==> src/sync_fifo.sv <==
`timescale 1ns/1ps

module sync_fifo #(
    parameter int width = 32,
    parameter int depth = 16
) (
    input  logic             clock,
    input  logic             reset,
    input  logic [width-1:0] din,
    input  logic             wr_en,
    output logic             full,
    output logic [width-1:0] dout,
    input  logic             rd_en,
    output logic             empty
);

    localparam int aw = $clog2(depth);

    logic [width-1:0] mem [depth];

    logic [aw-1:0] wr_ptr;
    logic [aw-1:0] rd_ptr;
    logic [aw:0]   count;
    logic          do_write;
    logic          do_read;

    // ==========================================================
    // flags and accepted strobes
    // ==========================================================

    assign full     = (count == (aw+1)'(depth));
    assign empty    = (count == '0);
    assign do_write = wr_en && !full;
    assign do_read  = rd_en && !empty; // reads on an empty FIFO change nothing

    // ==========================================================
    // storage
    // ==========================================================

    always_ff @(posedge clock) begin
        if (do_write) begin
            mem[wr_ptr] <= din;
        end
    end

    assign dout = mem[rd_ptr]; // show-ahead, valid while empty is low

    // ==========================================================
    // pointers and occupancy
    // ==========================================================

    always_ff @(posedge clock or posedge reset) begin
        if (reset) begin
            wr_ptr <= '0;
            rd_ptr <= '0;
            count  <= '0;
        end else begin
            if (do_write) begin
                wr_ptr <= wr_ptr + 1'b1;
            end
            if (do_read) begin
                rd_ptr <= rd_ptr + 1'b1;
            end
            case ({do_write, do_read})
                2'b10:   count <= count + 1'b1;
                2'b01:   count <= count - 1'b1;
                default: count <= count;
            endcase
        end
    end

    // ==========================================================
    // checks
    // ==========================================================

    // the producer has to respect full, a dropped word would be lost silently
    a_no_write_full: assert property (
        @(posedge clock) disable iff (reset)
        wr_en |-> !full
    ) else $error("sync_fifo: wr_en raised while full");

endmodule

==> config.mk <==
export PLATFORM = sky130hd
export DESIGN_NAME = sync_fifo
export DESIGN_NICKNAME = d
export VERILOG_FILES = /design/src/sync_fifo.sv
export SDC_FILE = /design/constraint.sdc
export NUM_CORES = 1
export LEC_CHECK = 0
export CAP_MARGIN = 20
export CORE_AREA = 2 2 212 214
export CTS_CLUSTER_DIAMETER = 100
export CTS_CLUSTER_SIZE = 24
export DETAILED_ROUTE_END_ITERATION = 7
export DIE_AREA = 0 0 214 216
export DONT_BUFFER_PORTS = 1
export PLACE_DENSITY = 0.63
export SLEW_MARGIN = 20
export SYNTH_ARGS = -nofsm -noshare
export SYNTH_HDL_FRONTEND = slang
export SYNTH_SLANG_ARGS = --single-unit
==> constraint.sdc <==
create_clock -name clock -period 7.5 [get_ports clock]
set_clock_uncertainty 0.1 [all_clocks]
set_input_delay 0.75 -clock clock [delete_from_list [all_inputs] [get_ports clock]]
set_output_delay 0.75 -clock clock [all_outputs]
set_load 0.1 [all_outputs]
# --- Word level (Yosys, flattened, before mapping) ---
# Memories as Yosys holds them, arrays and structs flattened.
# Cells that the tools add are included.
op_classes:
  reduce_logical: 6
  n_mux: 3
  bitwise: 0
  n_shift: 0
  div_mod_pow: 0
  eq_ne: 3
  magnitude_cmp: 0
  n_mul: 0
  addsub: 4
ops:
  columns: ["cell", "n"]
  rows:
  - ["case mux 5 bit (2 select lines)", 1]
  - ["adder 4 x 1 -> 4 bit, second input constant", 2]
  - ["adder 5 x 1 -> 5 bit, second input constant", 1]
  - ["equality test 5 bit, second input constant", 1]
  - ["zero test 5 bit", 1]
  - ["subtractor 5 x 1 -> 5 bit, second input constant", 1]
  - ["equality test 2 x 1 -> 1 bit, second input constant", 1]
  - ["equality test 2 bit, second input constant", 1]
  - ["logical AND 1 bit", 2]
  - ["zero test 1 bit", 2]
  - ["two-way mux 1 bit", 2]
  - ["nonzero test 2 bit", 1]
totals:
  mem_count: 1
  romBits: 0
  inputBits: 36
  latch_bits: 0
  ramBits: 512
  regBits: 13
  word_cells: 20
  out_inout_bits: 34
memory_table:
  columns: ["name", "words", "width", "rd", "rd_ports_with_merged_regs", "wr", "line", "rtl"]
  rows:
  - ["mem", 16, 32, 1, 0, 1, "19", "logic [width-1:0] mem [depth];"]

# --- Longest topological paths before layout ---
depth:
  word_depth: 5
  depth_mapped: 13
  ltp_nobuf: 12

# --- Least setup slack after synthesis ---
# No wires, ideal clock.
synth_path:
  kind: "input port to flip-flop"
  from: "input wr_en"
  to: "memory mem[3][0], enable pin"
  slack_ns: 3.575
  arrival_ns: 3.364
  n_path_buf: 1
  stages: 4
  t_required_ns: 6.939
  setup_time_ns: 0.461
  cell_sequence: "and2_1 buf_2 nand2_1 nor3_1"
synth_between:
  elab_chain_len: 3
synth_lines:
  columns: ["element", "line", "rtl"]
  rows:
  - ["start, declared", "10", "input logic wr_en,"]
  - ["logical AND 1 bit", "33", "assign do_write = wr_en && !full;"]
  - ["two-way mux 1 bit", "41", "if (do_write) begin"]
  - ["two-way mux 1 bit (not written as such)", "42", "mem[wr_ptr] <= din;"]
  - ["end, declared", "19", null]
# No other way between the ends.

# --- Worst setup path in the final report ---
layout_path:
  from: "register rd_ptr[1]"
  to: "output dout[15]"
layout_between:
  elab_chain_len: 1
layout_lines:
  columns: ["element", "line", "rtl"]
  rows:
  - ["start, declared", "22", "logic [aw-1:0] rd_ptr;"]
  - ["start signal, assigned", "62", "rd_ptr <= rd_ptr + 1'b1;"]
  - ["memory read (16 x 32 bit)", null, null]
  - ["end, declared", "12", "output logic [width-1:0] dout,"]
# No other way between the ends.

==> impl_metrics.tcl <==
set metrics [dict create \
    status "finished, final reports clean" \
    hold_path_class "in2reg" \
    whs_endpoint "mem[6][29]" \
    nets 1055 \
    synth_nets 1059 \
    timing.slew.headroom 0.291 \
    rrSetupSlack_ns 3.62 \
    clkPwrFrac 0.167 \
    clkTransAtPathRegs_ns 0.10 \
    drive_gt1_frac 0.130 \
    htreeDepth 1 \
    ys_warn_count 0 \
    diodes 0 \
    required_ns 6.65 \
    antenna_found_initial 0 \
    fp-row-count 77 \
    design.core.area_sq_um 43800 \
    start_kind "register" \
    worst_pin_slew_ns 1.06 \
    cts_made_buffers 25 \
    p_seq_frac 0.422 \
    die-area_sq_um 46200 \
    io_buffer_count 0 \
    synth_area_leaders "edfxtp_1, mux4_2, mux2i_1" \
    setup_viol 0 \
    area_growth_pct 6.84 \
    cp.arrival_ns 4.27 \
    grt_start_max_net_pins 74 \
    p_per_area_nw_per_um2 407 \
    finalCriticalPeriod_ns 5.12 \
    viasPerCell 5.86 \
    gr-total-overflow 0 \
    netlist_area_sq_um 20400 \
    mostFrequentLayoutCell "edfxtp_1" \
    dieHeight_um 216 \
    firstDrtPassIters 5 \
    p_int_w 0.00509 \
    post-route-period-util 0.683 \
    synth_area_leader_cell "edfxtp_1" \
    rsz0062_at_grt "false" \
    clock_path_buffers 3 \
    worstSetupPathType "reg2out" \
    avgSynthCellArea_sq_um 20.2 \
    ys_ff_latch 525 \
    die_w_um 214 \
    synth_top_area_share 0.753 \
    ys.flop_type "edfxtp_1" \
    p_leak_nw 7.03 \
    layout_setup_ws_ns 2.38 \
    synth-edff-count 512 \
    drt_wl_total_um 41400 \
    cts_setup_buffers 0 \
    net-switching-power_w 0.00380 \
    setup-tns-final_ns 0 \
    grt_first_pass_wirelength_um 62200 \
    end_kind "output pin" \
    cts_root_buf "clkbuf_16" \
    cts_resized 0 \
    r2r-end "count[4]" \
    wire_per_inst_um 25.6 \
    drc_errors 0 \
    pwr-share-comb 0.411 \
    synth_sequential_area_ratio 0.769 \
    hold_depth 0 \
    gp_congestion 0.708 \
    max_cap_viol_count 0 \
    holdCritStartpoint "din[29]" \
    hold_viol 0 \
    fmax_mhz 195 \
    switching_share 0.428 \
    async_reset_ff_frac 0.0248 \
    cts_sinks 525 \
    reg2reg_from "count[0]" \
    most-common-layout-cells "edfxtp_1, mux2i_1, a221oi_1" \
    reg2regPathDepth 10 \
    slew_viol_final 0 \
    clock_latency_ns 0.58 \
    synth.distinct_cells 33 \
    pre_cts_ws_ns 2.98 \
    ant_nets 0 \
    drt_iter0_drc 738 \
    synth_cells 1013 \
    ios 70 \
    start_util 0.466 \
    dp_hpwl_um 22200 \
    cts_hold_buf 1 \
    grt_pass1_vias 9692 \
    track_usage 0.180 \
    dr_total_vias 9480 \
    max-vdd-ir-drop_uv 240 \
    critical_path_peak_fanout 51 \
    cts_tree "yes" \
]
power by group through the flow:
stage	clock network [W]	logic, W	registers [W]
detailed placement	0	0.00370	0.00383
global placement	0	0.00368	0.00382
floorplan	0	0.00323	0.00367
finish	0.00148	0.00366	0.00375
global route	0.00163	0.00387	0.00379
CTS	0.00152	0.00371	0.00376
sequential cells by signal, indices dropped and copies added, names as in the netlist:
name / flops
mem: 512
count: 5
rd_ptr: 4
wr_ptr: 4
logic make-up (layout without fill, tap and decap cells):
kind of cell             count (synthesis)  in the layout  share of synthesized area
flip-flops                             525            525                      0.769
adder cells (fa/ha/maj)                 10             10                    0.00649
XOR/XNOR                                10             10                    0.00429
buffers and inverters                   68             82                     0.0215
AND/OR/NAND/NOR                         71             71                     0.0149
AO/OA/AOI/OAI                          135            135                     0.0489
multiplexers                           194            194                      0.135
critical path, cell delays in order (launching register included):
cell and delay [ns]:
dfrtp_4 0.70, buf_4 0.69, and2_2 0.50, buf_4 0.63, a221oi_1 0.29, o21ai_0 0.23
nand2_1 0.60
metal layers:
| layer | routed length (um) | track usage | vias up |
|---|---|---|---|
| li1 | - | - | 4161 |
| met1 | 17500 | 0.241 | 5032 |
| met2 | 20900 | 0.314 | 239 |
| met4 | 758 | 0.0338 | 0 |
| met5 | 0 | 0 | - |
| met3 | 2180 | 0.0314 | 48 |
layout make-up:
type / instances / area (sq um)
Sequential cell: 525 / 15700
Tap cell: 592 / 741
Multi-Input combinational cell: 420 / 4400
Clock inverter: 1 / 5.00
Timing Repair Buffer: 27 / 230
Fill cell: 3507 / 22000
Inverter: 10 / 37.5
Clock buffer: 44 / 697
how the worst max path moves through the flow:
stage	start	to	slack (ns)	cells after the start
3_3_place_gp	rd_ptr[1]	dout[31]	3.03	6
2_1_floorplan	wr_en	mem[3][0]	3.58	4
3_5_place_dp	rd_ptr[1]	dout[15]	2.98	6
4_1_cts	rd_ptr[1]	dout[15]	2.34	6
6_report	rd_ptr[1]	dout[15]	2.38	6
5_1_grt	rd_ptr[1]	dout[0]	2.12	6
metrics by stage:
step                      cells  hold slack [ns]  power, W  area [sq um]   util
final                      1619            0.164   0.00889         21800  0.498
after global routing       1619            0.134   0.00929         21800  0.498
after CTS                  1619            0.141   0.00899         21800  0.498
after detailed placement   1573            0.379   0.00753         21100  0.482
after global placement     1573            0.373   0.00749         21100  0.482
after floorplan            1013            0.359   0.00691         20400      -
cell usage after synthesis, drive strengths merged, types with 9 or more instances:
cell	number
nor2	12
mux2i	129
dfrtp	13
clkbuf	19
edfxtp	512
o21ai	36
nand2	42
a22oi	32
ha	9
inv	10
mux4	64
buf	39
a221oi	64
Power figures use the tool's default switching activity.
